==> src/common/matmul_pkg.sv <==
`default_nettype none

package matmul_pkg;

  //////////////////////////////
  // Sizes
  //////////////////////////////
  localparam int DWIDTH   = 8;
  localparam int MAT_SIZE = 4;
  localparam int AWIDTH   = 6;

  localparam int REG_DWIDTH = 32;
  localparam int REG_AWIDTH = 8;

  //////////////////////////////
  // Register map
  //////////////////////////////
  localparam logic [REG_AWIDTH-1:0] REG_CTRL_ADDR   = 8'h00;
  localparam logic [REG_AWIDTH-1:0] REG_A_BASE_ADDR = 8'h0E;
  localparam logic [REG_AWIDTH-1:0] REG_B_BASE_ADDR = 8'h12;
  localparam logic [REG_AWIDTH-1:0] REG_C_BASE_ADDR = 8'h16;

  // Control word bits
  localparam int CTRL_START_BIT = 0;
  localparam int CTRL_DONE_BIT  = 31;

  // External port bank codes, code 3 selects nothing
  localparam logic [1:0] BANK_A = 2'd0;
  localparam logic [1:0] BANK_B = 2'd1;
  localparam logic [1:0] BANK_C = 2'd2;

  // One memory row, seen flat or as N elements
  typedef union packed {
    logic [MAT_SIZE*DWIDTH-1:0]      raw;
    logic [MAT_SIZE-1:0][DWIDTH-1:0] elem;
  } row_u;

endpackage

`default_nettype wire

==> src/common/matmul_ifs.sv <==
`timescale 1ns/1ps
`default_nettype none

// Row-wide memory port, one cycle read latency
interface mem_port_if #(
  parameter int RWIDTH = $bits(matmul_pkg::row_u),
  parameter int AWIDTH = matmul_pkg::AWIDTH
) ();
  import matmul_pkg::*;

  logic [AWIDTH-1:0] addr;
  row_u              wdata;
  logic              we;
  row_u              rdata;

  modport ctrl (output addr, output wdata, output we, input rdata);
  modport mem (input addr, input wdata, input we, output rdata);

  // Row type comes from the package, width must agree with the instance
  initial begin
    assert (RWIDTH == $bits(row_u))
      else $error("mem_port_if: row width %0d does not match row_u", RWIDTH);
  end

endinterface

// Operand feed into the systolic array
interface pe_feed_if ();
  import matmul_pkg::*;

  row_u a_col;
  row_u b_row;
  logic valid;
  logic clear;

  modport src (output a_col, output b_row, output valid, output clear);
  modport snk (input a_col, input b_row, input valid, input clear);

endinterface

`default_nettype wire

==> src/systolic/systolic_sequencer.sv <==
`timescale 1ns/1ps
`default_nettype none

module systolic_sequencer #(
  parameter int MAT_SIZE = matmul_pkg::MAT_SIZE,
  parameter int AWIDTH   = matmul_pkg::AWIDTH
) (
  input  logic                               clk,
  input  logic                               PRESETn,
  input  logic                               start,
  input  logic [AWIDTH-1:0]                  a_base,
  input  logic [AWIDTH-1:0]                  b_base,
  input  logic [AWIDTH-1:0]                  c_base,
  input  matmul_pkg::row_u [MAT_SIZE-1:0]    c_matrix,
  output logic                               busy,
  output logic                               done,
  mem_port_if.ctrl                           a_port,
  mem_port_if.ctrl                           b_port,
  mem_port_if.ctrl                           c_port,
  pe_feed_if.src                             feed
);
  import matmul_pkg::*;

  localparam int STEP_W = $clog2(2 * MAT_SIZE);
  localparam int ROW_W  = (MAT_SIZE > 1) ? $clog2(MAT_SIZE) : 1;
  localparam logic [STEP_W-1:0] LOAD_LAST  = STEP_W'(MAT_SIZE - 1);
  localparam logic [STEP_W-1:0] DRAIN_LAST = STEP_W'(2 * MAT_SIZE - 2);
  localparam logic [ROW_W-1:0]  ROW_LAST   = ROW_W'(MAT_SIZE - 1);

  typedef enum logic [2:0] {S_IDLE, S_LOAD, S_DRAIN, S_WRITE, S_FINISH} seq_state_e;

  seq_state_e        state;
  logic [STEP_W-1:0] step;
  logic [ROW_W-1:0]  row;
  logic              clear_q;
  logic              valid_q;

  //////////////////////////////
  // Control FSM
  //////////////////////////////
  always_ff @(posedge clk) begin
    if (!PRESETn) begin
      state   <= S_IDLE;
      step    <= '0;
      row     <= '0;
      clear_q <= 1'b0;
      valid_q <= 1'b0;
    end else begin
      clear_q <= 1'b0;
      // Read data lands one cycle after each load step
      valid_q <= (state == S_LOAD);
      case (state)
        S_IDLE: begin
          if (start) begin
            state   <= S_LOAD;
            step    <= '0;
            clear_q <= 1'b1;
          end
        end
        S_LOAD: begin
          if (step == LOAD_LAST) begin
            state <= S_DRAIN;
            step  <= '0;
          end else begin
            step <= step + 1'b1;
          end
        end
        // 2N-1 cycles for the last word to cross the grid
        S_DRAIN: begin
          if (step == DRAIN_LAST) begin
            state <= S_WRITE;
            row   <= '0;
          end else begin
            step <= step + 1'b1;
          end
        end
        S_WRITE: begin
          if (row == ROW_LAST) begin
            state <= S_FINISH;
          end else begin
            row <= row + 1'b1;
          end
        end
        S_FINISH: state <= S_IDLE;
        default:  state <= S_IDLE;
      endcase
    end
  end

  assign busy = (state != S_IDLE);
  assign done = (state == S_FINISH);

  // Operand reads, A and B are never written from here
  assign a_port.addr  = a_base + AWIDTH'(step);
  assign a_port.wdata = '0;
  assign a_port.we    = 1'b0;
  assign b_port.addr  = b_base + AWIDTH'(step);
  assign b_port.wdata = '0;
  assign b_port.we    = 1'b0;

  // Result write-back, one row per cycle
  assign c_port.addr  = c_base + AWIDTH'(row);
  assign c_port.wdata = c_matrix[row];
  assign c_port.we    = (state == S_WRITE);

  assign feed.a_col = a_port.rdata;
  assign feed.b_row = b_port.rdata;
  assign feed.valid = valid_q;
  assign feed.clear = clear_q;

  a_operand_read_only: assert property (@(posedge clk) disable iff (!PRESETn)
    !a_port.we && !b_port.we);

endmodule

`default_nettype wire

==> src/flat_wrapper.sv <==
// flat-port wrapper written by rule: the top's interface ports become plain ports
module systolic_sequencer_flat import matmul_pkg::*;
#(
  parameter int MAT_SIZE = matmul_pkg::MAT_SIZE,
  parameter int AWIDTH   = matmul_pkg::AWIDTH
)
  (clk, PRESETn, start, a_base, b_base, c_base, c_matrix, busy, done, a_port_addr, a_port_wdata, a_port_we, a_port_rdata, b_port_addr, b_port_wdata, b_port_we, b_port_rdata, c_port_addr, c_port_wdata, c_port_we, c_port_rdata, feed_a_col, feed_b_row, feed_valid, feed_clear);
  mem_port_if #(.AWIDTH(AWIDTH)) a_port_i ();
  mem_port_if #(.AWIDTH(AWIDTH)) b_port_i ();
  mem_port_if #(.AWIDTH(AWIDTH)) c_port_i ();
  pe_feed_if feed_i ();
  input  logic clk;
  input  logic PRESETn;
  input  logic start;
  input  logic [AWIDTH-1:0] a_base;
  input  logic [AWIDTH-1:0] b_base;
  input  logic [AWIDTH-1:0] c_base;
  input  matmul_pkg::row_u [MAT_SIZE-1:0] c_matrix;
  output logic busy;
  output logic done;
  output wire logic [$bits(a_port_i.addr)-1:0] a_port_addr;
  output wire logic [$bits(a_port_i.wdata)-1:0] a_port_wdata;
  output wire logic [$bits(a_port_i.we)-1:0] a_port_we;
  input wire logic [$bits(a_port_i.rdata)-1:0] a_port_rdata;
  output wire logic [$bits(b_port_i.addr)-1:0] b_port_addr;
  output wire logic [$bits(b_port_i.wdata)-1:0] b_port_wdata;
  output wire logic [$bits(b_port_i.we)-1:0] b_port_we;
  input wire logic [$bits(b_port_i.rdata)-1:0] b_port_rdata;
  output wire logic [$bits(c_port_i.addr)-1:0] c_port_addr;
  output wire logic [$bits(c_port_i.wdata)-1:0] c_port_wdata;
  output wire logic [$bits(c_port_i.we)-1:0] c_port_we;
  input wire logic [$bits(c_port_i.rdata)-1:0] c_port_rdata;
  output wire logic [$bits(feed_i.a_col)-1:0] feed_a_col;
  output wire logic [$bits(feed_i.b_row)-1:0] feed_b_row;
  output wire logic [$bits(feed_i.valid)-1:0] feed_valid;
  output wire logic [$bits(feed_i.clear)-1:0] feed_clear;
  assign a_port_addr = a_port_i.addr;
  assign a_port_wdata = a_port_i.wdata;
  assign a_port_we = a_port_i.we;
  assign a_port_i.rdata = a_port_rdata;
  assign b_port_addr = b_port_i.addr;
  assign b_port_wdata = b_port_i.wdata;
  assign b_port_we = b_port_i.we;
  assign b_port_i.rdata = b_port_rdata;
  assign c_port_addr = c_port_i.addr;
  assign c_port_wdata = c_port_i.wdata;
  assign c_port_we = c_port_i.we;
  assign c_port_i.rdata = c_port_rdata;
  assign feed_a_col = feed_i.a_col;
  assign feed_b_row = feed_i.b_row;
  assign feed_valid = feed_i.valid;
  assign feed_clear = feed_i.clear;
  systolic_sequencer #(.MAT_SIZE(MAT_SIZE), .AWIDTH(AWIDTH)) u_core (.clk(clk), .PRESETn(PRESETn), .start(start), .a_base(a_base), .b_base(b_base), .c_base(c_base), .c_matrix(c_matrix), .busy(busy), .done(done), .a_port(a_port_i), .b_port(b_port_i), .c_port(c_port_i), .feed(feed_i));
endmodule
==> config.mk <==
export PLATFORM = sky130hd
export DESIGN_NAME = systolic_sequencer_flat
export DESIGN_NICKNAME = d
export VERILOG_FILES = /design/src/common/matmul_pkg.sv /design/src/common/matmul_ifs.sv /design/src/systolic/systolic_sequencer.sv /design/src/flat_wrapper.sv
export SDC_FILE = /design/constraint.sdc
export NUM_CORES = 1
export LEC_CHECK = 0
export ABC_CLOCK_PERIOD_IN_PS = 2600
export BUFFER_PORTS_ARGS = -buffer_cell sky130_fd_sc_hd__buf_2
export CAP_MARGIN = 15
export CORE_AREA = 2 2 165 167
export DETAILED_ROUTE_END_ITERATION = 7
export DIE_AREA = 0 0 167 169
export PLACE_DENSITY = 0.36
export SLEW_MARGIN = 10
export SYNTH_ARGS = -nofsm -noshare
export SYNTH_HDL_FRONTEND = slang
export SYNTH_SLANG_ARGS = --single-unit
==> constraint.sdc <==
create_clock -name clk -period 2.6 [get_ports clk]
set_input_delay 0.13 -clock clk [delete_from_list [all_inputs] [get_ports clk]]
set_output_delay 0.13 -clock clk [all_outputs]
set_load 0.1 [all_outputs]
# [Yosys cells after proc, flatten, opt, wreduce, memory -nomap -nowiden]
# Cells that the tools add are included.
[totals] regBits=10 inputBits=245 output_inout_bits=185 word_cells=47
[op_classes] n_addsub=5 order_cmp=1 n_eq_ne=13 n_mux=15 reduce_logical=8
[op_table] op="32-bit binary-select mux with 2-bit select" n=1
[op_table] op="32-bit 2-to-1 mux" n=1
[op_table] op="3-bit 2-to-1 mux" n=7
[op_table] op="6-bit by 3-bit adder with 6-bit output" n=2
[op_table] op="3-bit case mux with 4 select lines" n=1
[op_table] op="3-bit by 2-bit == test with 1-bit output (second input constant)" n=3
[op_table] op="3-bit case mux with 3 select lines" n=1
[op_table] op="2-bit inequality test (second input constant)" n=4
[op_table] op="6-bit by 2-bit adder with 6-bit output" n=1
[op_table] op="3-bit == test (second input constant)" n=2
[op_table] op="3-bit AND reduction" n=2
[op_table] op="3-bit nonzero test" n=2
[op_table] op="2-bit 2-to-1 mux" n=2
[op_table] op="2-bit by 1-bit inequality test with 1-bit output (second input constant)" n=2
[op_table] op="2-bit case mux with 2 select lines" n=1
[op_table] op="4-bit AND reduction" n=1
[op_table] op="3-bit by 1-bit adder with 3-bit output (second input constant)" n=1
[op_table] op="3-bit by 1-bit == test with 1-bit output (second input constant)" n=1
[op_table] op="3-bit logical NOT" n=1
[op_table] op="2-bit by 3-bit < comparator with 1-bit output (second input constant)" n=1
[op_table] op="2-bit by 1-bit adder with 2-bit output (second input constant)" n=1
[op_table] op="2-bit == test (second input constant)" n=1
[op_table] op="2-bit AND reduction" n=1
[op_table] op="2-bit nonzero test" n=1
[op_table] op="1-bit 2-to-1 mux" n=1

# [Longest topological paths before layout]
[logic_depth] word_depth=3 depth_mapped=6 depth_no_buf=6

# [Least setup slack after synthesis]
# OpenSTA, ideal clock, no wires.
[synth_path] path_type="flip-flop to output port" from="register u_core.step[0]" to="output port b_port_addr[4]" t_arrival_ps=2756 t_required_ps=2470 setup_slack_ps=-286 path_stages_with_launch=7 n_path_buf=0 path_cell_list="dfxtp_1 -> ha_1 -> inv_1 -> fa_1 -> nor2b_1 -> o21ai_0 -> xnor2_1"
[synth_via] elab_chain_cells=1
[synth_rtl] element="from (decl)" line="systolic_sequencer.sv:33" text="logic [STEP_W-1:0] step;"
[synth_rtl] element="from (signal assigned)" line="systolic_sequencer.sv:65" text="step <= step + 1'b1;"
[synth_rtl] element="from (signal assigned)" line="systolic_sequencer.sv:74" text="step <= step + 1'b1;"
[synth_rtl] element="6-bit by 3-bit adder with 6-bit output" line="systolic_sequencer.sv:97" text="assign b_port.addr = b_base + AWIDTH'(step);"
[synth_rtl] element="to (decl)" line="flat_wrapper.sv:25" text="output wire logic [$bits(b_port_i.addr)-1:0] b_port_addr;"
# Every way passes these cells.

# [Worst setup path after layout]
# Same ends and word-level chain as after synthesis.

==> results.sh <==
export IMPL_status="complete, no violations"
export IMPL_rsz0062_at_grt="no"
export IMPL_area_growth_pct=32.7
export IMPL_critPathBufInv=2
export IMPL_placed_area_um2=3490
export IMPL_drt_drc_violations_left=0
export IMPL_via_count=2350
export IMPL_cellLeakagePower_nw=1.73
export IMPL_ctsResizeCount=0
export IMPL_critPathLaunch="u_core.step[0]"
export IMPL_cp_end_kind="output port"
export IMPL_synth_xor_area_share_pct=3.89
export IMPL_grt_pass1_wl_um=15400
export IMPL_stdcell_area_um2=3590
export IMPL_post_dp_hpwl_um=10500
export IMPL_pre_cts_ws_ps=549
export IMPL_yosysUniqueCellTypes=32
export IMPL_finalNetCount=685
export IMPL_maxCapViolCount=0
export IMPL_crit_fanout=6
export IMPL_arrival_ps=2180
export IMPL_max_stage_delay_ps=440
export IMPL_worst_pin_slew_ps=611
export IMPL_crit_slowest_cell="buf_2"
export IMPL_synth_simple_gate_area_share_pct=6.89
export IMPL_die_x_um=167
export IMPL_combPwrFrac_pct=70.6
export IMPL_r2r_start="u_core.step[0]"
export IMPL_setup_violations=0
export IMPL_first_global_vias=2250
export IMPL_synthTopCellsByArea="buf_4 (38%), mux4_2 (27%), dfxtp_1 (7.4%)"
export IMPL_hold_buffers=0
export IMPL_hold_start="PRESETn"
export IMPL_hp_class="in2reg"
export IMPL_grt_util_all_layers_pct=7.47
export IMPL_cts_tree="yes"
export IMPL_cp_top_family="adder cells"
export IMPL_p_sw_mw=1.04
export IMPL_slew_violations=0
export IMPL_avgRoutedWirePerCell_um=15.1
export IMPL_routed_wl_um=11500
export IMPL_fin_crit_ps=2310
export IMPL_skew_ps=1.45
export IMPL_root_buffer="clkbuf_16"
export IMPL_synth_top_area_share_pct=37.8
export IMPL_antenna_found_initial=2
export IMPL_yosysSeqAreaShare_pct=7.40
export IMPL_gp_congestion=0.712
export IMPL_h_tree_depth=1
export IMPL_postCtsSetupRepairBufs=0
export IMPL_final_util_pct=13.5
export IMPL_port_buffers=203
export IMPL_numClockSinks=10
export IMPL_switching_share_pct=64.0
export IMPL_synth_compound_area_share_pct=5.00
export IMPL_gr_total_overflow=0
export IMPL_vdd_drop_max_uv=199
export IMPL_drtPass1Iterations=4
export IMPL_holdWs_ps=201
export IMPL_yosysWarningCount=0
export IMPL_synthMuxAreaShare_pct=28.2
export IMPL_clk_pin_slew_ps=40
export IMPL_synth_adder_area_share_pct=8.24
export IMPL_synth_top_family_by_area="buffers and inverters"
export IMPL_grt_start_max_net_pins=21
export IMPL_internal_power_uw=582
export IMPL_die_area_um2=28200
export IMPL_drive_above_1_share_pct=59.8
export IMPL_cts_buffer_depth=2
export IMPL_drt_antenna_violating_nets=0
export IMPL_slew_headroom_pct=59.6
export IMPL_path_cells="ha_1, inv_1, fa_1, nor2b_1, o21ai_0, xnor2_2, buf_2"
export IMPL_first_iter_violations=70
export IMPL_synth_top_area_cell="buf_4"
export IMPL_powerDensity_nw_per_um2=451
export IMPL_insertion_delay_ps=240
export IMPL_startpoint_type="flop"
export IMPL_timing_final_crit_share_pct=88.9
export IMPL_seq_power_share_pct=10.5
export IMPL_avgViaCountPerCell=3.07
export IMPL_hold_viol_final=0
export IMPL_path_class="reg2out"
export IMPL_row_count=60
export IMPL_ioPinCount=430
export IMPL_maxClockFrequency_mhz=432
export IMPL_syn_area_um2=2700
export IMPL_initial_core_util_pct=10.2
export IMPL_numCtsBuffers=3
export IMPL_cp_required_ps=2470
export IMPL_synth_avg_cell_area_um2=9.42
export IMPL_coreArea_um2=26500
export IMPL_clockPowerShare_pct=19.0
export IMPL_fin_ws_ps=287
export IMPL_synth_seq_cells=10
export IMPL_synth_cells=287
export IMPL_die_y_um=169
## synth_stat cells
cell	count
xnor2_1	6
nand2_1	10
mux4_2	33
buf_2	2
nor2b_1	3
o211ai_1	1
nand3_1	1
or3_1	3
xor2_1	6
o21a_1	1
and3_1	1
inv_1	13
buf_4	136
nand2b_1	5
a22oi_1	1
a21boi_0	2
nor3b_1	1
nor4_1	1
nor3_1	3
o21ai_0	4
ha_1	13
o21bai_1	1
conb_1	1
nor2_1	9
fa_1	3
a21o_1	3
dfxtp_1	10
a21oi_1	8
clkbuf_1	2
a211oi_1	1
mux2i_1	2
and2_1	1
## per-stage QoR
step | power [mW] | setup TNS [ps] | instances
6_report | 1.62 | 0 | 766
3_3_place_gp | 1.32 | 0 | 760
2_1_floorplan | 1.63 | -275 | 352
3_5_place_dp | 1.32 | 0 | 760
5_1_grt | 1.68 | 0 | 765
4_1_cts | 1.64 | 0 | 764
## flip-flops by register name (all words and copies together) (netlist names)
name and count:
u_core.feed.clear 1, u_core.row 2, u_core.step 3, u_core.state 3, u_core.feed.valid 1
## logic make-up (layout without fill, tap and decap cells)
kind of cell | after synthesis | in the layout
other cells | 1 | 68
simple gates | 38 | 38
flops | 10 | 10
mux | 35 | 35
fa+ha+maj | 16 | 16
xor+xnor | 12 | 12
compound gates | 22 | 22
buf+inv | 153 | 224
## path summary, 6_finish.rpt
check        cells after the start  slack [ps]             end
max                              7         290  b_port_addr[4]
max reg2reg                      6         950  u_core.step[1]
min reg2reg                      2         550  u_core.step[0]
min                              3         200  u_core.step[2]
## cell usage in the layout (no fill, tap or decap), drive strengths merged, types with 2 or more instances in the layout
| master | Yosys | final |
|---|---|---|
| ha | 13 | 13 |
| or3 | 3 | 3 |
| fa | 3 | 3 |
| a21boi | 2 | 2 |
| diode | 0 | 2 |
| nand2 | 10 | 10 |
| o21ai | 4 | 4 |
| conb | 1 | 66 |
| mux2i | 2 | 2 |
| nor2 | 9 | 9 |
| a21o | 3 | 3 |
| xnor2 | 6 | 6 |
| nor2b | 3 | 3 |
| nor3 | 3 | 3 |
| buf | 138 | 207 |
| a21oi | 8 | 8 |
| mux4 | 33 | 33 |
| dfxtp | 10 | 10 |
| clkbuf | 2 | 4 |
| xor2 | 6 | 6 |
| inv | 13 | 13 |
| nand2b | 5 | 5 |
## power by group through the flow
stage | clock network (mW) | logic, mW | registers (mW)
6_report | 0.307 | 1.14 | 0.170
5_1_grt | 0.325 | 1.18 | 0.171
4_1_cts | 0.317 | 1.15 | 0.170
3_5_place_dp | 0 | 1.15 | 0.173
3_3_place_gp | 0 | 1.15 | 0.172
2_1_floorplan | 0 | 1.45 | 0.179
## layer usage
layer / routed length (µm) / part of all wire (%) / up-vias / global-route usage [%]
met3: 1460 / 13 / 8 / 3.76
met1: 4400 / 38 / 1067 / 8.76
met2: 5430 / 47 / 208 / 12.3
li1: - / - / 1065 / -
met5: 28 / 0.24 / - / 0.696
met4: 217 / 1.9 / 2 / 1.39
## final cells by class
cell class	instances	area, µm²
Inverter	13	48.8
Tap cell	341	427
Multi-Input combinational cell	189	1710
Antenna cell	2	5.00
Sequential cell	10	203
Fill cell	3045	22900
Timing Repair Buffer	207	1110
Clock buffer	4	88.8
## worst reg2reg max path, delay by kind of cell, from the launching register on
| kind | cells | cell delay (ps) |
|---|---|---|
| flip-flops | 1 | 430 |
| AO/OA/AOI/OAI | 2 | 530 |
| AND/OR/NAND/NOR | 1 | 80 |
| multiplexers | 1 | 240 |
| buffers and inverters | 1 | 70 |
| adder cells (fa/ha/maj) | 1 | 220 |
(Power assumes the default switching activity.)
