$ cat src/common/matmul_pkg.sv
`default_nettype none

package matmul_pkg;

  //////////////////////////////
  // Sizes
  //////////////////////////////
  localparam int DWIDTH   = 8;
  localparam int MAT_SIZE = 4;
  localparam int AWIDTH   = 6;

  localparam int REG_DWIDTH = 32;
  localparam int REG_AWIDTH = 8;

  //////////////////////////////
  // Register map
  //////////////////////////////
  localparam logic [REG_AWIDTH-1:0] REG_CTRL_ADDR   = 8'h00;
  localparam logic [REG_AWIDTH-1:0] REG_A_BASE_ADDR = 8'h0E;
  localparam logic [REG_AWIDTH-1:0] REG_B_BASE_ADDR = 8'h12;
  localparam logic [REG_AWIDTH-1:0] REG_C_BASE_ADDR = 8'h16;

  // Control word bits
  localparam int CTRL_START_BIT = 0;
  localparam int CTRL_DONE_BIT  = 31;

  // External port bank codes, code 3 selects nothing
  localparam logic [1:0] BANK_A = 2'd0;
  localparam logic [1:0] BANK_B = 2'd1;
  localparam logic [1:0] BANK_C = 2'd2;

  // One memory row, seen flat or as N elements
  typedef union packed {
    logic [MAT_SIZE*DWIDTH-1:0]      raw;
    logic [MAT_SIZE-1:0][DWIDTH-1:0] elem;
  } row_u;

endpackage

`default_nettype wire

$ cat src/hdl/apb_regs.sv
`timescale 1ns/1ps
`default_nettype none

module apb_regs #(
  parameter int AWIDTH = matmul_pkg::AWIDTH
) (
  input  logic                              clk,
  input  logic                              PRESETn,
  input  logic [matmul_pkg::REG_AWIDTH-1:0] PADDR,
  input  logic                              PWRITE,
  input  logic                              PSEL,
  input  logic                              PENABLE,
  input  logic [matmul_pkg::REG_DWIDTH-1:0] PWDATA,
  output logic [matmul_pkg::REG_DWIDTH-1:0] PRDATA,
  output logic                              PREADY,
  input  logic                              done,
  input  logic                              busy,
  output logic                              start,
  output logic [AWIDTH-1:0]                 a_base,
  output logic [AWIDTH-1:0]                 b_base,
  output logic [AWIDTH-1:0]                 c_base
);
  import matmul_pkg::*;

  typedef enum logic [1:0] {APB_IDLE, APB_W_ENABLE, APB_R_ENABLE} apb_state_e;

  apb_state_e            state;
  logic                  done_flag;
  logic [REG_DWIDTH-1:0] scratch;
  logic [REG_DWIDTH-1:0] ctrl_rd;

  // Status view of the control word
  always_comb begin
    ctrl_rd = '0;
    ctrl_rd[CTRL_DONE_BIT] = done_flag;
    ctrl_rd[CTRL_START_BIT] = busy;
  end

  always_ff @(posedge clk) begin
    if (!PRESETn) begin
      state     <= APB_IDLE;
      PRDATA    <= '0;
      PREADY    <= 1'b0;
      start     <= 1'b0;
      done_flag <= 1'b0;
      a_base    <= '0;
      b_base    <= '0;
      c_base    <= '0;
      scratch   <= '0;
    end else begin
      start  <= 1'b0;
      PREADY <= 1'b0;
      PRDATA <= '0;
      case (state)
        // Only a setup phase opens a transfer
        APB_IDLE: begin
          if (PSEL && !PENABLE) begin
            state <= PWRITE ? APB_W_ENABLE : APB_R_ENABLE;
          end
        end
        APB_W_ENABLE: begin
          if (PSEL && PENABLE && PWRITE) begin
            PREADY <= 1'b1;
            case (PADDR)
              REG_CTRL_ADDR: begin
                start <= PWDATA[CTRL_START_BIT];
                if (PWDATA[CTRL_DONE_BIT]) begin
                  done_flag <= 1'b0;
                end
              end
              REG_A_BASE_ADDR: a_base <= PWDATA[AWIDTH-1:0];
              REG_B_BASE_ADDR: b_base <= PWDATA[AWIDTH-1:0];
              REG_C_BASE_ADDR: c_base <= PWDATA[AWIDTH-1:0];
              default:         scratch <= PWDATA;
            endcase
          end
          state <= APB_IDLE;
        end
        APB_R_ENABLE: begin
          if (PSEL && PENABLE && !PWRITE) begin
            PREADY <= 1'b1;
            case (PADDR)
              REG_CTRL_ADDR:   PRDATA <= ctrl_rd;
              REG_A_BASE_ADDR: PRDATA <= REG_DWIDTH'(a_base);
              REG_B_BASE_ADDR: PRDATA <= REG_DWIDTH'(b_base);
              REG_C_BASE_ADDR: PRDATA <= REG_DWIDTH'(c_base);
              default:         PRDATA <= scratch;
            endcase
          end
          state <= APB_IDLE;
        end
        default: state <= APB_IDLE;
      endcase
      // Completion wins over a clear in the same cycle
      if (done) begin
        done_flag <= 1'b1;
      end
    end
  end

  a_ready_in_transfer: assert property (@(posedge clk) disable iff (!PRESETn)
    PREADY |-> PSEL);

endmodule

`default_nettype wire

$ cat config.mk
export PLATFORM = sky130hd
export DESIGN_NAME = apb_regs
export DESIGN_NICKNAME = d
export VERILOG_FILES = /design/src/common/matmul_pkg.sv /design/src/hdl/apb_regs.sv
export SDC_FILE = /design/constraint.sdc
export NUM_CORES = 1
export LEC_CHECK = 0
export BUFFER_PORTS_ARGS = -buffer_cell sky130_fd_sc_hd__buf_2
export CELL_PAD_IN_SITES_DETAIL_PLACEMENT = 0
export CELL_PAD_IN_SITES_GLOBAL_PLACEMENT = 1
export CORE_MARGIN = 5
export CORE_UTILIZATION = 38
export DETAILED_ROUTE_END_ITERATION = 12
export HOLD_SLACK_MARGIN = 0.1
export PLACE_DENSITY_LB_ADDON = 0.1
export SLEW_MARGIN = 25
export SYNTH_ARGS = -nofsm -noshare
export SYNTH_HDL_FRONTEND = slang
export SYNTH_SLANG_ARGS = --single-unit
$ cat constraint.sdc
create_clock -name clk -period 2.2 [get_ports clk]
set_clock_uncertainty 0.05 [all_clocks]
set_input_delay 0.11 -clock clk [delete_from_list [all_inputs] [get_ports clk]]
set_output_delay 0.11 -clock clk [all_outputs]
set_load 0.01 [all_outputs]
# --- Word-level counts from Yosys, hierarchy flattened ---
# Index checks and enable logic that the tools add are counted.
totals:
  ff_bits: 87
  inputBits: 47
  output_inout_bits: 52
  wordCells: 46
op_classes:
  n_eq_ne: 5
  mux: 10
  bitwise_logic: 1
  n_reduce_logical: 21
ops:
  columns: ["op", "count"]
  rows:
  - ["one-hot mux 32 bit (4 select lines)", 1]
  - ["equality test 8 x 5 -> 1 bit, second input constant", 2]
  - ["AND reduction 3 bit", 5]
  - ["equality test 8 x 4 -> 1 bit, second input constant", 1]
  - ["logical NOT 8 bit", 1]
  - ["AND reduction 4 bit", 2]
  - ["nonzero test 2 bit", 4]
  - ["2-to-1 mux 1 bit", 7]
  - ["logical AND 1 bit", 4]
  - ["OR reduction 4 bit", 1]
  - ["equality test 2 x 1 -> 1 bit, second input constant", 1]
  - ["equality test 2 bit, second input constant", 1]
  - ["logical NOT 1 bit", 2]
  - ["logical NOT 2 bit", 1]
  - ["2-to-1 mux 2 bit", 1]
  - ["one-hot mux 1 bit (2 select lines)", 1]
  - ["AND reduction 2 bit", 1]
  - ["NOT 1 bit", 1]

# --- Logic depth before layout (Yosys ltp) ---
# Gate-level depths: netlist (run 1).
depth:
  word_depth: 5
  ltp_mapped: 7
  ltp_nobuf: 6

# --- Worst setup path before layout (run 1) ---
# No wires, ideal clock.
synth_path:
  path_kind: "input -> register"
  from: "in PADDR[1] (netlist name)"
  to: "reg PRDATA[10] (netlist name)"
  setup_time_ns: 0.115
  arrival_ns: 1.512
  required_time_ns: 2.035
  path_slack_ns: 0.524
  stages: 6
  n_path_buf: 2
  path_cell_list: "buf_2 or4_4 a31oi_4 nor2_1 clkbuf_1 and2_1"
synth_between:
  elab_chain_len: 2
  elab_cells_between_ends: 5
  cone_classes: "eq/ne: 3; mux: 1; reduce/logical: 1"
synth_lines:
  columns: ["element", "line_no", "text"]
  rows:
  - ["start: declaration", "apb_regs.sv:9", "input logic [matmul_pkg::REG_AWIDTH-1:0] PADDR,"]
  - ["equality test 8 x 5 -> 1 bit, or another cell as far along", "apb_regs.sv:82", "case (PADDR)"]
  - ["one-hot mux 32 bit (4 select lines) *", "apb_regs.sv:82", null]
  - ["end signal: assignment", "apb_regs.sv:83", "REG_CTRL_ADDR: PRDATA <= ctrl_rd;"]
  - ["end signal: assignment", "apb_regs.sv:84", "REG_A_BASE_ADDR: PRDATA <= REG_DWIDTH'(a_base);"]
  - ["end signal: assignment", "apb_regs.sv:85", "REG_B_BASE_ADDR: PRDATA <= REG_DWIDTH'(b_base);"]
  - ["end: declaration", "apb_regs.sv:14", "output logic [matmul_pkg::REG_DWIDTH-1:0] PRDATA,"]
# Every way passes the cells marked *; elsewhere a longest branch is shown, timed or not.
# A chain may end at the register's enable or synchronous reset.

# --- Worst setup path after layout (run 1) ---
layout_path:
  from: "reg state[1]"
  to: "reg c_base[0]"
layout_between:
  elab_chain_len: 2
layout_lines:
  columns: ["element", "line_no", "text"]
  rows:
  - ["start: declaration", "apb_regs.sv:27", "apb_state_e state;"]
  - ["start signal: assignment", "apb_regs.sv:58", "state <= PWRITE ? APB_W_ENABLE : APB_R_ENABLE;"]
  - ["equality test 2 x 1 -> 1 bit", "apb_regs.sv:54", "case (state)"]
  - ["AND reduction 3 bit (no source line)", null, null]
  - ["end signal: assignment", "apb_regs.sv:73", "REG_C_BASE_ADDR: c_base <= PWDATA[AWIDTH-1:0];"]
  - ["end: declaration", "apb_regs.sv:21", "output logic [AWIDTH-1:0] c_base"]
# No other way between the ends.

==> results_dict.tcl, run 1 <==
set metrics [dict create \
    status "complete, no violations" \
    p_per_area_nw_per_um2 607 \
    cts_tree "done" \
    vdd_ir_drop_max_mv 0.250 \
    portBuffers 98 \
    dp.cells 534 \
    synthesis.area_um2 3370 \
    antenna_found_initial 0 \
    path_class "reg -> reg" \
    ys_ff_latch 87 \
    maxSlewHeadroom_pct 51.1 \
    clockBufferDepth 2 \
    wire_per_inst_um 13.0 \
    yosysWarnings 0 \
    start_util_pct 38.8 \
    antenna_cells 0 \
    fmax_ghz 0.477 \
    postSynthCellCount 339 \
    via_count 2688 \
    postCtsSetupRepairBufs 0 \
    holdPathEnd "start$_SDFF_PN0_" \
    drc 0 \
    routed_wl_um 7670 \
    die_x_um 104 \
    detail-route-antenna-nets 0 \
    reg2reg_depth 8 \
    clock-root-buffer "clkbuf_8" \
    power_leakage_nw 2.05 \
    period_needed_ns 2.10 \
    syn_nets 389 \
    setup_viol 0 \
    r2r-end "c_base[0]$_SDFFE_PN0P_" \
    end_kind "flip-flop" \
    whs_path_depth 3 \
    synth_seq_area_share_pct 51.7 \
    hp-start "PADDR[4]" \
    start_kind "flip-flop" \
    drt_iter0_drc 63 \
    drt-vias-per-instance 4.54 \
    grt_first_pass_wirelength_um 13100 \
    fillerInstances 817 \
    finalHoldViolations 0 \
    drive_above_1_share_pct 26.0 \
    fp.dieArea_um2 10900 \
    hold_class "in -> reg" \
    period_share_pct 95.2 \
    multi_input_area_um2 1530 \
    worstMarginPinSlew_ns 0.727 \
    cts.clk_slew.worst_paths_ns 0.09 \
    slew_viol_final 0 \
    gr-usage-all-layers_pct 14.5 \
    hpwl_um 5370 \
    grt_pass1_vias 2759 \
    drt-pass1-iter-count 4 \
    core_um2 8680 \
    crit_arrival_ns 2.29 \
    r2r_start "state[1]$_SDFFE_PN0P_" \
    numCtsBuffers 9 \
    cp_max_fo 6 \
    synth_area_per_cell_um2 9.94 \
    crit_required_ns 2.39 \
    final_cells 592 \
    setup_tns_ns 0 \
    htree_num_levels 3 \
    regArea_um2 1740 \
    rsz0062_at_grt "false" \
    maxCapViolations 0 \
    ys_types 33 \
    r2r_slack_ns 0.10 \
    area_delta_synth_final_pct 35.9 \
    place.gp.congestion 0.716 \
    boundaryPins 99 \
    die-height_um 104 \
    cts_sinks 87 \
    placementRows 34 \
    overflow 0 \
    clk_latency_ns 0.35 \
    nNetsFinal 529 \
    grt_max_degree 63 \
]
[layout by cell type, fill, tap and decap left out, types with 2 or more instances in the layout]
cell	netlist	routed
dfxtp_1	87	86
dlygate4sd3_1	0	42
and2_1	26	26
nor2_1	5	5
clkinvlp_4	0	2
nor4_1	2	2
inv_1	3	3
ha_1	3	3
nand2b_1	9	9
nor2b_1	20	20
o2bb2ai_1	5	5
and3b_1	2	2
buf_4	0	6
mux2i_1	57	57
nand4_1	6	6
clkbuf_8	0	9
buf_2	1	98
nand2_1	71	71
clkinv_4	0	2
a21oi_1	8	8
[worst max-delay path, cell delays in order, from the launching register on]
cell	delay, ns
dfxtp_2	0.33
inv_1	0.07
ha_1	0.19
and4_4	0.27
nand4_1	0.12
buf_6	0.20
mux2i_1	0.14
nor2b_1	0.06
dlygate4sd3_1	0.55
[what timing repair did]
| action | 4_1_cts | 5_1_grt |
|---|---|---|
| endpoints found under the hold margin | 55 | 0 |
| hold buffers | 42 | 0 |
| gates resized for setup | 0 | 4 |
| setup endpoints to repair | 0 | 1 |
[power by group]
part | switching [mW] | internal, mW | total [mW] | leakage, nW
Clock | 0.577 | 0.416 | 0.993 | 0.0829
Combinational | 0.0928 | 0.111 | 0.204 | 1.26
Sequential | 0.00361 | 1.58 | 1.58 | 0.701
Total | 0.674 | 2.11 | 2.78 | 2.05
[state kept, by name, indices dropped and copies added (netlist names)]
| name | cells |
|---|---|
| PRDATA | 32 |
| scratch | 32 |
| a_base | 6 |
| b_base | 6 |
| c_base | 6 |
| state | 2 |
| PREADY | 1 |
| done_flag | 1 |
| start | 1 |
[stage by stage]
stage          util [%]  hold WS, ns  cell area [µm²]  setup slack, ns  power, mW
2_1_floorplan         -        0.153             3370            0.524       1.70
3_3_place_gp       45.8        0.278             3980            0.358       1.77
3_5_place_dp       45.8        0.299             3980            0.291       1.77
4_1_cts            52.7        0.102             4570           0.0687       2.82
5_1_grt            52.8        0.132             4580          0.00235       2.91
6_report           52.8        0.123             4580            0.105       2.78
[cell families (layout without fill, tap and decap cells)]
kind of cell,count (synthesis),in the layout,share of synthesized area [%]
buf+inv,22,167,3.16
compound gates,19,19,4.16
flops,87,87,51.7
simple gates,151,151,22.9
mux,57,57,16.9
fa+ha+maj,3,3,1.11
[layer usage]
layer  up-vias  part of all wire [%]  global-route usage, %
met3        12                   6.5                   4.84
met2        69                    45                   22.3
met1      1195                    47                   18.7
li1       1412                     -                      -
met5         -                     0                      0
met4         0                   1.5                   5.83
[Yosys cell counts]
master     number  area (µm²)
a211oi_1        1        7.51
nor3b_1         1        7.51
buf_6           3        33.8
mux2i_1        57         571
a31oi_4         1        21.3
nor3_1          1        5.00
nand3_1         1        5.00
or4_4           1        11.3
buf_2           1        5.00
clkbuf_1       14        52.6
and4_1          2        17.5
a31oi_1         1        6.26
a211o_1         1        8.76
or4_1           1        7.51
a21oi_1         8        40.0
inv_1           3        11.3
nor2b_1        20         125
nand2b_1        9        56.3
nor4_1          2        12.5
nand4_1         6        37.5
nand2_1        71         267
nand4b_1        1        8.76
nor2_2          1        6.26
nand3b_1        1        7.51
and3b_1         2        17.5
buf_1           1        3.75
o21ai_0         1        5.00
ha_1            3        37.5
o2bb2ai_1       5        43.8
nor2_1          5        18.8
and2_1         26         163
dfxtp_1        87        1740
o21a_1          1        7.51
[worst max path at each step]
| stage | end | depth (start not counted) | start | slack [ns] |
|---|---|---|---|---|
| 2_1_floorplan | PRDATA[10]$_SDFF_PN0_ | 6 | PADDR[1] | 0.52 |
| 3_3_place_gp | scratch[25]$_SDFFE_PN0P_ | 6 | PADDR[1] | 0.36 |
| 3_5_place_dp | scratch[28]$_SDFFE_PN0P_ | 6 | PADDR[1] | 0.29 |
| 4_1_cts | c_base[0]$_SDFFE_PN0P_ | 8 | state[1]$_SDFFE_PN0P_ | 0.07 |
| 5_1_grt | c_base[0]$_SDFFE_PN0P_ | 8 | state[1]$_SDFFE_PN0P_ | 0.002 |
| 6_report | c_base[0]$_SDFFE_PN0P_ | 8 | state[1]$_SDFFE_PN0P_ | 0.10 |
[area by class of cell]
cell class,count,share of cell area (%)
flip-flops and latches,87,38.1
inverters,3,0.246
repair buffers,148,21.6
multi-input cells,230,33.4
well taps,108,2.95
clock inverters,6,1.01
clock buffers,10,2.79
No activity file was read; power rests on OpenSTA's default activity.
==> run 2: changes to the inputs <==
Settings changed: CORE_ASPECT_RATIO set to 0.8, SETUP_SLACK_MARGIN set to 0.02.
==> run 2 against run 1 <==
Against the previous run:
- final area barely moved
- largest power group unchanged
- global-route usage increased by 0.60 points
- critical path type is now in -> reg
- largest cell class unchanged
- clock power increased by 20%
- maximum frequency grew 1.1%
- register-to-register slack improved by 0.15 ns
- critical path depth down 1
- sequential power barely moved
==> results_dict.tcl, run 2 (synthesized netlist as in run 1, its figures left out) <==
set metrics [dict create \
    period_share_pct 94.2 \
    drt-vias-per-instance 4.52 \
    numCtsBuffers 9 \
    fmax_ghz 0.483 \
    crit_required_ns 2.39 \
    p_per_area_nw_per_um2 651 \
    clock-root-buffer "clkbuf_8" \
    maxCapViolations 0 \
    drt-pass1-iter-count 4 \
    layout_commonest_cell "buf_2" \
    multi_input_area_um2 1530 \
    cts_sinks 87 \
    p_int_mw 2.33 \
    vdd_ir_drop_max_mv 0.607 \
    place.gp.congestion 0.722 \
    routed_wl_um 7850 \
    crit_top_cell "dlygate4sd3_1" \
    maxSlewHeadroom_pct 58.3 \
    cts.clk_slew.worst_paths_ns 0.08 \
    drt_iter0_drc 107 \
    postCtsSetupRepairBufs 0 \
    crit_arrival_ns 2.26 \
    cp_cell_sequence "dlygate4sd3_1 > buf_2 > or4_1 > nor2_1 > a31oi_1 > o21a_1 > dlygate4sd3_1" \
    start_kind "primary input" \
    largestRegisters "PRDATA: 32 flops, scratch: 32 flops" \
    period_needed_ns 2.07 \
    drc 0 \
    setup_tns_ns 0 \
    rsz0062_at_grt "false" \
    clockBufferDepth 2 \
    die_x_um 115 \
    portBuffers 98 \
    end_kind "flip-flop" \
    grt_max_degree 46 \
    setup_viol 0 \
    boundaryPins 99 \
    dp.cells 537 \
    worst-path-buf-inv 3 \
    start_util_pct 39.4 \
    switchingPower_mw 0.646 \
    wire_per_inst_um 13.2 \
    gr-usage-all-layers_pct 15.1 \
    power_leakage_nw 2.05 \
    combPwrFrac_pct 6.8 \
    grt_pass1_vias 2747 \
    final_cells 593 \
    placementRows 30 \
    slew_viol_final 0 \
    via_count 2683 \
    path_class "in -> reg" \
    overflow 0 \
    switching_share_pct 21.7 \
    area_delta_synth_final_pct 35.8 \
    final_cell_mix "98 x buf_2, 87 x dfxtp_1, 71 x nand2_1" \
    pwr-share-clk_pct 40.0 \
    fillerInstances 819 \
    hold_class "in -> reg" \
    hpwl_um 5380 \
    cts_tree "done" \
    antenna_found_initial 0 \
    status "complete, no violations" \
    cp_max_fo 3 \
    worstMarginPinSlew_ns 0.620 \
    regArea_um2 1740 \
    nNetsFinal 526 \
    slowest_delay_ns 0.54 \
    drive_above_1_share_pct 25.4 \
    p_seq_share_pct 53.2 \
    clk_latency_ns 0.36 \
    crit_family "buffers and inverters" \
    detail-route-antenna-nets 0 \
    die-height_um 94.2 \
    htree_num_levels 3 \
    core_um2 8560 \
    antenna_cells 0 \
    crit_slowest_cell "dlygate4sd3_1" \
    fp.dieArea_um2 10900 \
    grt_first_pass_wirelength_um 12800 \
    finalHoldViolations 0 \
]
[run 2: cell count changes in the layout (fill, tap and decap cells not counted)]
| cell | delta |
|---|---|
| dfxtp_1 | +1 |
| and4_1 | +1 |
| dfxtp_2 | -1 |
| buf_4 | +1 |
| and4_4 | -1 |
| clkinv_4 | -2 |
| buf_6 | -1 |
| bufinv_16 | +2 |
| dlygate4sd3_1 | -2 |
| buf_12 | -1 |
| clkbuf_1 | +1 |
| clkinvlp_4 | -1 |
[run 2: repair_timing]
action / 4_1_cts / 5_1_grt
hold buffers: 40 / 0
resized for setup: 0 / 0
endpoints found under the hold margin: 55 / 0
[run 2: tightest hold or removal path, cell delays in order]
cell and delay, ns:
buf_2 0.13, nand4_1 0.17, nor4_1 0.07
[run 2: layer usage]
| layer | part of all wire [%] | GRT usage (%) | vias to the layer above |
|---|---|---|---|
| met2 | 45 | 24.0 | 53 |
| li1 | - | - | 1409 |
| met3 | 6.0 | 6.18 | 8 |
| met4 | 1.3 | 4.20 | 0 |
| met5 | 0 | 0 | - |
| met1 | 48 | 18.9 | 1213 |
[run 2: area by class of cell]
| class | count | area share, % |
|---|---|---|
| clock inverter | 5 | 1.78 |
| inverter | 3 | 0.246 |
| tap | 112 | 3.06 |
| clock buffer | 11 | 2.87 |
| sequential | 87 | 38.1 |
| multi-input combinational | 230 | 33.4 |
| timing repair buffer | 145 | 20.6 |
[run 2: worst paths after layout]
path,startpoint,slack (ns),endpoint,cells after the start
setup reg to reg,state[1]$_SDFFE_PN0P_,0.25,scratch[14]$_SDFFE_PN0P_,6
hold / removal,PSEL,0.12,start$_SDFF_PN0_,3
setup / recovery,PADDR[6],0.13,done_flag$_SDFFE_PN0P_,7
hold reg to reg,scratch[10]$_SDFFE_PN0P_,0.40,PRDATA[10]$_SDFF_PN0_,1
[run 2: power by group through the flow]
stage / sequential (mW) / combinational, mW / clock (mW)
6_report: 1.58 / 0.203 / 1.19
3_3_place_gp: 1.62 / 0.147 / 0
5_1_grt: 1.58 / 0.225 / 1.31
2_1_floorplan: 1.62 / 0.0792 / 0
4_1_cts: 1.58 / 0.203 / 1.24
3_5_place_dp: 1.62 / 0.148 / 0
[run 2: stage by stage]
step	area [µm²]	power, mW	hold WS (ns)	util (%)	setup WS (ns)
after detailed placement	3960	1.77	0.278	46.3	0.240
after floorplan	3370	1.70	0.153	-	0.524
after global placement	3960	1.77	0.281	46.3	0.287
after global routing	4580	3.12	0.126	53.5	0.0828
after CTS	4580	3.02	0.101	53.5	0.154
final	4580	2.98	0.123	53.5	0.129
==> run 3: changes to the inputs <==
Settings changed: CORE_UTILIZATION 38 to 35, CTS_CLUSTER_DIAMETER set to 50, MAX_ROUTING_LAYER set to met4.
Clock period 2.2 ns to 1.79 ns, I/O delays scaled along.
==> run 3 against run 2 <==
Against the previous run:
- via count grew 3.7%
- hold slack lost 0.0050 ns
- register-to-register slack lost 0.04 ns
- non-clock buffer count grew 11
- core utilization shrank 3.4 points
- routed wire length grew 1.4%
- critical path depth shrank 1
- sequential power grew 23%
- count of clock-buffer cells in the layout is the same
- die area grew 7.7%
- final area grew 4.3%
- final cell count grew 2.7%
- critical endpoint is now state[1]$_SDFFE_PN0P_
- largest power group unchanged
==> results_dict.tcl, run 3 (synthesized netlist as in run 1, its figures left out) <==
set metrics [dict create \
    status "complete, no violations" \
    rsz0062_at_grt "false" \
    fp.dieArea_um2 11700 \
    top_usage_layer "met2" \
    grt_pass1_vias 2812 \
    antenna_cells 0 \
    gr-usage-all-layers_pct 14.6 \
    hpwl_um 5620 \
    finalHoldViolations 0 \
    drt_iter0_drc 134 \
    grt_first_pass_wirelength_um 13500 \
    htree_num_levels 3 \
    use_met3_pct 4.40 \
    boundaryPins 99 \
    holdPathEnd "done_flag$_SDFFE_PN0P_" \
    dp.cells 553 \
    p_per_area_nw_per_um2 851 \
    final_cells 609 \
    routed_wl_um 7960 \
    cp_max_fo 5 \
    core_um2 9530 \
    period_needed_ns 1.60 \
    drive_above_1_share_pct 27.6 \
    antenna_found_initial 0 \
    die-height_um 97.8 \
    multi_input_area_um2 1530 \
    hold_class "in -> reg" \
    r2r-end "c_base[1]$_SDFFE_PN0P_" \
    power_leakage_nw 2.15 \
    start_kind "primary input" \
    setup_viol 0 \
    r2r_slack_ns 0.21 \
    whs_path_depth 2 \
    crit_required_ns 2.01 \
    grt_max_degree 31 \
    regArea_um2 1740 \
    worstMarginPinSlew_ns 0.346 \
    portBuffers 98 \
    clk_latency_ns 0.33 \
    r2r_start "state[1]$_SDFFE_PN0P_" \
    cts_sinks 87 \
    drc 0 \
    drt-vias-per-instance 4.57 \
    fin_hold_ws_ns 0.118 \
    start_util_pct 35.4 \
    nNetsFinal 537 \
    reg2reg_depth 7 \
    clock-root-buffer "clkbuf_16" \
    maxCapViolations 0 \
    wire_per_inst_um 13.1 \
    final_cell_mix "98 x buf_2, 87 x dfxtp_1, 71 x nand2_1" \
    place.gp.congestion 0.775 \
    die_x_um 120 \
    via_count 2781 \
    slew_viol_final 0 \
    layout_commonest_cell "buf_2" \
    placementRows 32 \
    drt-pass1-iter-count 4 \
    area_delta_synth_final_pct 41.6 \
    numCtsBuffers 9 \
    maxSlewHeadroom_pct 76.9 \
    setup_tns_ns 0 \
    largestRegisters "PRDATA: 32 flops, scratch: 32 flops" \
    fmax_ghz 0.624 \
    overflow 0 \
    hp-start "PRESETn" \
    crit_arrival_ns 1.82 \
    cts_tree "done" \
    fillerInstances 929 \
    use_met1_pct 18.6 \
    end_kind "flip-flop" \
    met2_usage_pct 22.4 \
    path_class "in -> reg" \
    cts.clk_slew.worst_paths_ns 0.06 \
    detail-route-antenna-nets 0 \
    vdd_ir_drop_max_mv 0.582 \
    period_share_pct 89.5 \
    clockBufferDepth 2 \
]
## run 3: worst max path at each step
stage,start,cells past startpoint,endpoint,slack (ns)
finish,PENABLE,6,state[1]$_SDFFE_PN0P_,0.19
global route,state[1]$_SDFFE_PN0P_,7,c_base[5]$_SDFFE_PN0P_,0.05
CTS,state[1]$_SDFFE_PN0P_,6,scratch[12]$_SDFFE_PN0P_,0.04
detailed placement,state[1]$_SDFFE_PN0P_,6,a_base[4]$_SDFFE_PN0P_,0.03
global placement,state[1]$_SDFFE_PN0P_,6,a_base[0]$_SDFFE_PN0P_,0.07
floorplan,PADDR[1],6,PRDATA[10]$_SDFF_PN0_,0.13
## run 3: critical path, cell delays in order
cell           delay, ns
dlygate4sd3_1       0.53
buf_2               0.15
nor2b_1             0.22
nor2_1              0.06
a211oi_1            0.19
dlygate4sd3_1       0.57
## run 3: stage by stage
| stage | setup WS, ns | utilization (%) | instance area, µm² | power (mW) |
|---|---|---|---|---|
| floorplan | 0.134 | - | 3370 | 2.09 |
| global placement | 0.0689 | 42.6 | 4060 | 2.19 |
| detailed placement | 0.0263 | 42.6 | 4060 | 2.19 |
| CTS | 0.0367 | 49.8 | 4750 | 4.13 |
| global route | 0.0546 | 50.1 | 4770 | 4.23 |
| finish | 0.188 | 50.1 | 4770 | 4.06 |
## run 3: metal layers
| layer | wire length (µm) | part of all wire (%) | up-vias |
|---|---|---|---|
| met1 | 3850 | 48 | 1289 |
| met3 | 410 | 5.1 | 7 |
| met2 | 3630 | 46 | 62 |
| met4 | 76 | 0.95 | 0 |
| met5 | 0 | 0 | - |
| li1 | - | - | 1423 |
## run 3: where the power goes
| group | total (mW) | internal (mW) | leakage (nW) | switching, mW |
|---|---|---|---|---|
| clock network | 1.85 | 1.14 | 0.147 | 0.713 |
| registers | 1.95 | 1.94 | 0.701 | 0.00441 |
| logic | 0.256 | 0.141 | 1.30 | 0.115 |
## run 3: timing repair
| item | CTS | global route |
|---|---|---|
| pin swaps | 1 | 1 |
| hold buffers | 38 | 0 |
| gates cloned | 0 | 0 |
| buffers inserted | 1 | 3 |
| setup endpoints to repair | 1 | 25 |
| endpoints found under the hold margin | 55 | 0 |
| gates resized for setup | 0 | 0 |
## run 3: layout make-up
type / count / area share [%]
Clock buffer: 11 / 5.30
Clock inverter: 3 / 0.918
Inverter: 3 / 0.236
Multi-Input combinational cell: 230 / 32.0
Sequential cell: 87 / 36.5
Tap cell: 119 / 3.12
Timing Repair Buffer: 156 / 21.9
